## src/source/eeprom_pkg.sv

```systemverilog
package eeprom_pkg;

    // 2 KiB part, bits 10..8 pick the 256-byte block
    typedef logic [10:0] ee_addr_t;

    typedef logic [7:0] ee_byte_t; // parallel data and bus shifter

    // fixed upper nibble of the control byte
    localparam logic [3:0] EE_DEVICE_CODE = 4'b1010;

    // bit engine commands
    // a start while the bus is held gives a repeated start
    typedef enum logic [1:0]
    {
        CMD_START,
        CMD_STOP,
        CMD_WRITE,
        CMD_READ
    } bit_cmd_t;

endpackage

```

## src/source/i2c_bit_engine.sv

```systemverilog
`timescale 1ns/1ps

module i2c_bit_engine #(
    parameter int CLK_DIV = 4 // CLK cycles per quarter SCL period
) (
    input  logic                 CLK,
    input  logic                 RESET,
    input  logic                 cmd_valid,
    input  eeprom_pkg::bit_cmd_t cmd,
    input  eeprom_pkg::ee_byte_t tx_byte,
    input  logic                 tx_ack,
    output logic                 cmd_done,
    output logic                 rx_nack,
    output logic                 idle,
    output eeprom_pkg::ee_byte_t rx_byte,
    output logic                 scl,
    output logic                 sda_pull,
    input  logic                 sda_in
);
    import eeprom_pkg::*;

    localparam int QW = $clog2(CLK_DIV);

    typedef enum logic [2:0]
    {
        PH_IDLE,
        PH_START,
        PH_STOP,
        PH_WRITE,
        PH_READ
    } phase_t;

    phase_t phase;
    logic [QW-1:0] qcnt;
    logic [1:0] quarter;
    logic [3:0] bit_cnt;     // 8 is the ack slot after data bits 0..7
    ee_byte_t shreg;
    logic ack_bit;
    logic tick;
    logic last_q;
    logic scl_mid;
    logic scl_nxt;
    logic pull_nxt;

    assign tick = (qcnt == QW'(CLK_DIV - 1));
    assign last_q = (quarter == 2'd3) &&
                    ((phase == PH_START) || (phase == PH_STOP) || (bit_cnt == 4'd8));
    assign scl_mid = quarter[0] ^ quarter[1]; // high in quarters 1 and 2
    assign idle = (phase == PH_IDLE);
    assign rx_byte = shreg;

    // line levels wanted for the current quarter
    always_comb
    begin
        scl_nxt = scl;
        pull_nxt = sda_pull;
        case (phase)
            PH_START:
            begin
                scl_nxt = scl_mid;
                pull_nxt = quarter[1];      // sda falls while scl high
            end
            PH_STOP:
            begin
                scl_nxt = (quarter != 2'd0);
                pull_nxt = ~quarter[1];     // sda rises while scl high
            end
            PH_WRITE:
            begin
                scl_nxt = scl_mid;
                pull_nxt = (bit_cnt < 4'd8) ? ~shreg[7] : 1'b0;
            end
            PH_READ:
            begin
                scl_nxt = scl_mid;
                pull_nxt = (bit_cnt == 4'd8) ? ~ack_bit : 1'b0;
            end
            default: ; // hold levels between commands
        endcase
    end

    always_ff @(posedge CLK)
    begin
        if (RESET)
        begin
            phase <= PH_IDLE;
            qcnt <= '0;
            quarter <= '0;
            bit_cnt <= '0;
            cmd_done <= 1'b0;
            scl <= 1'b1;
            sda_pull <= 1'b0;
        end
        else
        begin
            cmd_done <= 1'b0;
            scl <= scl_nxt;
            sda_pull <= pull_nxt;
            if (phase == PH_IDLE)
            begin
                if (cmd_valid)
                begin
                    case (cmd)
                        CMD_START: phase <= PH_START;
                        CMD_STOP:  phase <= PH_STOP;
                        CMD_WRITE: phase <= PH_WRITE;
                        default:   phase <= PH_READ;
                    endcase
                    qcnt <= '0;
                    quarter <= '0;
                    bit_cnt <= '0;
                end
            end
            else if (tick)
            begin
                qcnt <= '0;
                quarter <= quarter + 2'd1;
                if (last_q)
                begin
                    phase <= PH_IDLE;
                    cmd_done <= 1'b1;
                end
                else if (quarter == 2'd3)
                    bit_cnt <= bit_cnt + 4'd1;
            end
            else
                qcnt <= qcnt + QW'(1);
        end
    end

    // shifter and sampled ack
    always_ff @(posedge CLK)
    begin
        if (idle && cmd_valid && (cmd == CMD_WRITE || cmd == CMD_READ))
        begin
            shreg <= tx_byte;
            ack_bit <= tx_ack;
        end
        else if (tick && bit_cnt < 4'd8)
        begin
            if (phase == PH_WRITE && quarter == 2'd3)
                shreg <= {shreg[6:0], 1'b0}; // msb first
            else if (phase == PH_READ && quarter == 2'd2)
                shreg <= {shreg[6:0], sda_in};
        end
        else if (tick && phase == PH_WRITE && quarter == 2'd2)
            rx_nack <= sda_in; // slave ack slot while scl is high
    end

endmodule

```

## src/source/eeprom_ctrl.sv

```systemverilog
`timescale 1ns/1ps

module eeprom_ctrl (
    input  logic                 CLK,
    input  logic                 RESET,
    input  logic                 wr,
    input  logic                 rd,
    input  eeprom_pkg::ee_addr_t addr,
    input  eeprom_pkg::ee_byte_t wdata,
    output eeprom_pkg::ee_byte_t rdata,
    output logic                 ack,
    output logic                 err,
    output logic                 busy,
    output logic                 cmd_valid,
    output eeprom_pkg::bit_cmd_t cmd,
    output eeprom_pkg::ee_byte_t tx_byte,
    output logic                 tx_ack,
    input  logic                 cmd_done,
    input  logic                 rx_nack,
    input  logic                 idle,
    input  eeprom_pkg::ee_byte_t rx_byte
);
    import eeprom_pkg::*;

    typedef enum logic [3:0]
    {
        IDLE,
        START,
        CTRL_W,
        ADDR,
        DATA_W,
        RESTART,
        CTRL_R,
        DATA_R,
        STOP,
        DONE
    } state_t;

    state_t state;
    ee_addr_t addr_r;
    ee_byte_t wdata_r;
    logic rd_req;
    logic issued;    // command of this state handed to the engine
    logic accept;
    bit_cmd_t next_cmd;
    ee_byte_t next_byte;

    assign accept = (state == IDLE || state == DONE) && (wr || rd);
    assign busy = (state != IDLE) && (state != DONE);
    assign ack = (state == DONE);
    assign tx_ack = 1'b1; // single byte read, always nack

    // bus command belonging to each state
    always_comb
    begin
        next_cmd = CMD_STOP;
        next_byte = '0;
        case (state)
            START, RESTART: next_cmd = CMD_START;
            CTRL_W:
            begin
                next_cmd = CMD_WRITE;
                next_byte = {EE_DEVICE_CODE, addr_r[10:8], 1'b0};
            end
            ADDR:
            begin
                next_cmd = CMD_WRITE;
                next_byte = addr_r[7:0];
            end
            DATA_W:
            begin
                next_cmd = CMD_WRITE;
                next_byte = wdata_r;
            end
            CTRL_R:
            begin
                next_cmd = CMD_WRITE;
                next_byte = {EE_DEVICE_CODE, addr_r[10:8], 1'b1};
            end
            DATA_R: next_cmd = CMD_READ;
            default: ;
        endcase
    end

    always_ff @(posedge CLK)
    begin
        if (RESET)
        begin
            state <= IDLE;
            rd_req <= 1'b0;
            issued <= 1'b0;
            err <= 1'b0;
            cmd_valid <= 1'b0;
        end
        else
        begin
            cmd_valid <= 1'b0;
            if (accept)
            begin
                state <= START;
                rd_req <= ~wr; // wr wins over rd
                err <= 1'b0;
            end
            else if (state == DONE)
                state <= IDLE;
            else if (busy && !issued && idle)
            begin
                cmd_valid <= 1'b1;
                issued <= 1'b1;
            end
            else if (cmd_done)
            begin
                issued <= 1'b0;
                case (state)
                    START:   state <= CTRL_W;
                    RESTART: state <= CTRL_R;
                    CTRL_W:  state <= rx_nack ? STOP : ADDR;
                    ADDR:    state <= rx_nack ? STOP : (rd_req ? RESTART : DATA_W);
                    CTRL_R:  state <= rx_nack ? STOP : DATA_R;
                    DATA_W, DATA_R: state <= STOP;
                    default: state <= DONE; // stop finished
                endcase
                if (state inside {CTRL_W, ADDR, DATA_W, CTRL_R})
                    err <= err | rx_nack;
            end
        end
    end

    // request and command payload
    always_ff @(posedge CLK)
    begin
        if (accept)
        begin
            addr_r <= addr;
            wdata_r <= wdata;
        end
        if (busy && !issued && idle)
        begin
            cmd <= next_cmd;
            tx_byte <= next_byte;
        end
        if (state == STOP && cmd_done && rd_req && !err)
            rdata <= rx_byte; // visible with ack
    end

endmodule

```

## src/source/eeprom_if_top.sv

```systemverilog
`timescale 1ns/1ps

module eeprom_if_top #(
    parameter int CLK_DIV = 4
) (
    input  logic                 CLK,
    input  logic                 RESET,
    input  logic                 wr,
    input  logic                 rd,
    input  eeprom_pkg::ee_addr_t addr,
    input  eeprom_pkg::ee_byte_t wdata,
    output eeprom_pkg::ee_byte_t rdata,
    output logic                 ack,
    output logic                 err,
    output logic                 busy,
    output logic                 scl,
    output logic                 sda_pull,
    input  logic                 sda_in
);
    import eeprom_pkg::*;

    logic cmd_valid;
    bit_cmd_t cmd;
    ee_byte_t tx_byte;
    logic tx_ack;
    logic cmd_done;
    logic rx_nack;
    logic idle;
    ee_byte_t rx_byte;

    eeprom_ctrl u_ctrl (
        .CLK       (CLK),
        .RESET     (RESET),
        .wr        (wr),
        .rd        (rd),
        .addr      (addr),
        .wdata     (wdata),
        .rdata     (rdata),
        .ack       (ack),
        .err       (err),
        .busy      (busy),
        .cmd_valid (cmd_valid),
        .cmd       (cmd),
        .tx_byte   (tx_byte),
        .tx_ack    (tx_ack),
        .cmd_done  (cmd_done),
        .rx_nack   (rx_nack),
        .idle      (idle),
        .rx_byte   (rx_byte)
    );

    i2c_bit_engine #(
        .CLK_DIV (CLK_DIV)
    ) u_bit (
        .CLK       (CLK),
        .RESET     (RESET),
        .cmd_valid (cmd_valid),
        .cmd       (cmd),
        .tx_byte   (tx_byte),
        .tx_ack    (tx_ack),
        .cmd_done  (cmd_done),
        .rx_nack   (rx_nack),
        .idle      (idle),
        .rx_byte   (rx_byte),
        .scl       (scl),
        .sda_pull  (sda_pull),
        .sda_in    (sda_in)
    );

endmodule

```

## config.mk

```make
export PLATFORM = sky130hd
export DESIGN_NAME = eeprom_if_top
export DESIGN_NICKNAME = d
export VERILOG_FILES = /design/src/source/eeprom_pkg.sv /design/src/source/i2c_bit_engine.sv /design/src/source/eeprom_ctrl.sv /design/src/source/eeprom_if_top.sv
export SDC_FILE = /design/constraint.sdc
export NUM_CORES = 1
export LEC_CHECK = 0
export ABC_AREA = 1
export BUFFER_PORTS_ARGS = -buffer_cell sky130_fd_sc_hd__buf_2
export CAP_MARGIN = 30
export CORE_MARGIN = 3
export CORE_UTILIZATION = 55
export CTS_BUF_LIST = sky130_fd_sc_hd__clkbuf_16
export CTS_CLUSTER_DIAMETER = 30
export DETAILED_ROUTE_END_ITERATION = 10
export MAX_ROUTING_LAYER = met4
export PLACE_DENSITY = 0.74
export SLEW_MARGIN = 0
export SYNTH_ARGS = -nofsm -noshare
export SYNTH_HDL_FRONTEND = slang
export SYNTH_HIERARCHICAL = 1
export SYNTH_SLANG_ARGS = --single-unit
```

## constraint.sdc

```tcl
create_clock -name CLK -period 2.21 [get_ports CLK]
set_clock_uncertainty 0.2 [all_clocks]
set_input_delay 0.221 -clock CLK [delete_from_list [all_inputs] [get_ports CLK]]
set_output_delay 0.221 -clock CLK [all_outputs]
set_load 0.005 [all_outputs]
```

==> results.json <==
{
  "antenna_cells": 0,
  "final-max-slew-violation-count": 0,
  "cell_type_contributing_the_most_total_cell_area_after_synthesis": "sky130_fd_sc_hd__edfxtp_1",
  "critPathTopFamily": "simple AND/OR/NAND/NOR gates",
  "number_of_global_route_vias_before_repair": 2324,
  "synth_seq_area_share_pct": 59.8,
  "setup_tns_ns": 0,
  "register_area_sq_um": 1850,
  "tritoncts": "built",
  "detail_route.wl_per_cell_microns": 13.7,
  "fp.coreArea_sq_um": 5270,
  "port-buffer-count": 36,
  "critical-path-slowest-cell": "sky130_fd_sc_hd__edfxtp_1",
  "cts_post_setup_buffers_inserted": 0,
  "routed-via-count": 2442,
  "htree_levels": 3,
  "timing.final.hold_violations": 0,
  "synth.net_count": 357,
  "fp.dieH_microns": 81.0,
  "total_leakage_power_nw": 1.69,
  "finalWirelength_mm": 6.38,
  "syn-instance-count": 324,
  "synth.lib_cells_used.distinct": 29,
  "number_of_remaining_drc_errors": 0,
  "start_util_pct": 58.8,
  "crit_path_max_fanout": 10,
  "vdd_drop_max_mv": 0.546,
  "fill_cells": 367,
  "rsz0062_at_grt": "no",
  "status": "completed",
  "period_minus_slack_ns": 2.04,
  "synth.top_cells.by_area": "sky130_fd_sc_hd__edfxtp_1 (46%), sky130_fd_sc_hd__dfxtp_1 (14%), sky130_fd_sc_hd__nand2_1 (11%)",
  "startpoint_type": "flip-flop",
  "clock.fmax_mhz": 491,
  "syn-cell-area_sq_um": 3100,
  "setup.worst_path.class": "flip-flop to flip-flop",
  "cts_resized": 0,
  "core_util_final_pct": 74.3,
  "final_antenna_net_count": 0,
  "fp-row-count": 26,
  "register_bit_total_from_synthesis": 69,
  "worst_setup_hold_path_clk_slew_ns": 0.06,
  "worst-r2r-cell-count": 6,
  "arrival_ns": 1.88,
  "finish.net_count": 424,
  "die_area_sq_um": 6570,
  "number_of_max_capacitance_violations_reported": 0,
  "final_min_period_over_clock_period_pct": 92.2,
  "grt_antenna_before_repair": 0,
  "ys.warnings.count": 6,
  "global_route_wire_length_before_repair_mm": 10.5,
  "maximum_number_of_pins_on_one_net_before_global_route_repair": 21,
  "worst-path-stages": 6,
  "drt_iter0_markers": 297,
  "drt-pass1-iter-count": 6,
  "setup-violations-final": 0,
  "path_buf_inv": 1,
  "timing.max_slew.rel_slack_pct": 64.9,
  "path_cells": "ha_1 > or2_2 > nand3_4 > o21ai_0 > nand2_1 > inv_1",
  "ios": 37,
  "postSynthAreaPerCell_sq_um": 9.56,
  "worst_path_largest_cell_delay_ns": 0.42,
  "worst-endpoint-required_ns": 2.06,
  "instance_count_along_the_most_critical_hold_path": 4,
  "drive_above_1_share_pct": 18.7,
  "worstSetupEndpointType": "flip-flop",
  "gr-usage-all-layers_pct": 22.4,
  "clkSinkCount": 69,
  "cellPowerDensity_nw_per_um2": 890,
  "clk_latency_ns": 0.33,
  "cts_made_buffers": 9,
  "gp_congestion": 0.898,
  "cts-root-to-sink-buffers": 2,
  "min_path_type": "primary input to flip-flop",
  "drt-vias-per-instance": 5.24,
  "global_route.overflow_total": 0,
  "area_delta_synth_final_pct": 26.5,
  "timing_worst_slew_pin_value_ns": 0.524,
  "cts_root_buffer": "sky130_fd_sc_hd__clkbuf_16",
  "synthDominantCellAreaShare_pct": 45.6,
  "multi_input_area_sq_um": 1090,
  "die_w_microns": 81.0,
  "hpwlAfterDp_mm": 4.07
}
-- repair_timing --
item                       in CTS  in global routing
hold buffers                   21                  0
hold endpoints to repair       21                  0
setup endpoints to repair       0                  0
-- worst min-delay path, delay by kind of cell --
kind / cells / cell delay [ns]
AO/OA/AOI/OAI: 2 / 0.12
buffers and inverters: 1 / 0.10
AND/OR/NAND/NOR: 1 / 0.07
-- cells in the mapped netlist --
cell type and count:
sky130_fd_sc_hd__o2111ai_1 1, sky130_fd_sc_hd__dfxtp_1 22, sky130_fd_sc_hd__conb_1 1, sky130_fd_sc_hd__nand3_4 2, sky130_fd_sc_hd__a21oi_1 14, sky130_fd_sc_hd__nand4_1 3, sky130_fd_sc_hd__a22o_1 2, sky130_fd_sc_hd__a211oi_1 2
sky130_fd_sc_hd__or2_2 1, sky130_fd_sc_hd__buf_4 2, sky130_fd_sc_hd__nor2_4 2, sky130_fd_sc_hd__nand3_1 29, sky130_fd_sc_hd__o21ai_0 8, sky130_fd_sc_hd__nand2_2 6, sky130_fd_sc_hd__inv_1 33, sky130_fd_sc_hd__buf_1 1
sky130_fd_sc_hd__o21ai_2 1, sky130_fd_sc_hd__o21ai_1 2, sky130_fd_sc_hd__ha_1 9, sky130_fd_sc_hd__xnor2_1 2, sky130_fd_sc_hd__nand2_1 89, sky130_fd_sc_hd__nand2_4 1, sky130_fd_sc_hd__inv_2 4, sky130_fd_sc_hd__nor3_2 1
sky130_fd_sc_hd__nor2_2 2, sky130_fd_sc_hd__edfxtp_1 47, sky130_fd_sc_hd__o211ai_1 2, sky130_fd_sc_hd__nor2_1 34, sky130_fd_sc_hd__a21boi_0 1
-- sequential cells by signal, indices dropped and copies added, names as in the netlist, 2 cells and up --
signal          cells
u_bit/quarter       2
u_ctrl/wdata_r      8
u_ctrl/tx_byte      8
u_ctrl/addr_r      11
u_ctrl/rdata        8
u_bit/bit_cnt       4
u_ctrl/state        4
u_ctrl/cmd          2
u_bit/qcnt          2
u_bit/rx_byte       8
u_bit/phase         3
-- cell families after synthesis --
| family | synth area share [%] |
|---|---|
| xor gates and xnor gates | 0.566 |
| other | 0.121 |
| adders and majority gates | 3.64 |
| AOI/OAI and AO/OA | 6.22 |
| and+or+nand+nor | 24.6 |
| buffers and inverters | 5.09 |
| DFF | 59.8 |
-- cell type report --
| class | instances | share of cell area [%] |
|---|---|---|
| inverters | 37 | 3.55 |
| repair buffers | 59 | 10.3 |
| clock inverters | 7 | 3.10 |
| flip-flops and latches | 69 | 47.3 |
| multi-input cells | 215 | 27.8 |
| well taps | 70 | 2.24 |
| clock buffers | 9 | 5.75 |
-- power by group --
| part | internal (mW) | total (mW) | switching [mW] |
|---|---|---|---|
| Combinational | 0.126 | 0.323 | 0.196 |
| Clock | 1.11 | 1.66 | 0.547 |
| Sequential | 1.47 | 1.51 | 0.0422 |
| Total | 2.70 | 3.49 | 0.785 |
-- through the flow --
| step | cells | hold WS [ns] | instance area, sq um | power [mW] | setup slack [ns] |
|---|---|---|---|---|---|
| floorplan | 324 | 0.0934 | 3100 | 1.74 | 0.339 |
| global placement | 429 | 0.197 | 3360 | 1.81 | 0.314 |
| detailed placement | 429 | 0.199 | 3360 | 1.82 | 0.241 |
| CTS | 466 | 0.0101 | 3920 | 3.49 | 0.181 |
| global route | 466 | 0.0567 | 3920 | 3.62 | 0.103 |
| finish | 466 | 0.0283 | 3920 | 3.49 | 0.173 |
-- placed cells by master, fill, tap and decap left out, types with 3 or more instances in the layout --
cell type and n:
sky130_fd_sc_hd__edfxtp_1 47, sky130_fd_sc_hd__nand2_2 6, sky130_fd_sc_hd__inv_1 33, sky130_fd_sc_hd__nor2_1 34
sky130_fd_sc_hd__o21ai_0 8, sky130_fd_sc_hd__dlygate4sd3_1 21, sky130_fd_sc_hd__buf_2 36, sky130_fd_sc_hd__ha_1 9
sky130_fd_sc_hd__inv_2 4, sky130_fd_sc_hd__nand3_1 29, sky130_fd_sc_hd__a21oi_1 14, sky130_fd_sc_hd__nand4_1 3
sky130_fd_sc_hd__dfxtp_1 22, sky130_fd_sc_hd__clkbuf_16 9, sky130_fd_sc_hd__nand2_1 89, sky130_fd_sc_hd__bufinv_16 3
-- path summary, 6_finish.rpt --
check	from	end	slack (ns)
worst max-delay path	u_ctrl/cmd[1]	u_bit/rx_byte[7]	0.17
worst min register to register	u_bit/rx_byte[7]	u_ctrl/rdata[7]	0.26
worst max register to register	u_ctrl/cmd[1]	u_bit/rx_byte[7]	0.17
worst min-delay path	rd	u_ctrl/err	0.03
-- routing by layer --
layer | vias up | track usage (%) | part of all wire, %
li1 | 1212 | - | -
met1 | 1118 | 24.8 | 40
met2 | 96 | 37.8 | 51
met3 | 16 | 4.99 | 6.0
met4 | 0 | 11.5 | 2.3
met5 | - | - | 0
Power figures use the tool's default switching activity.
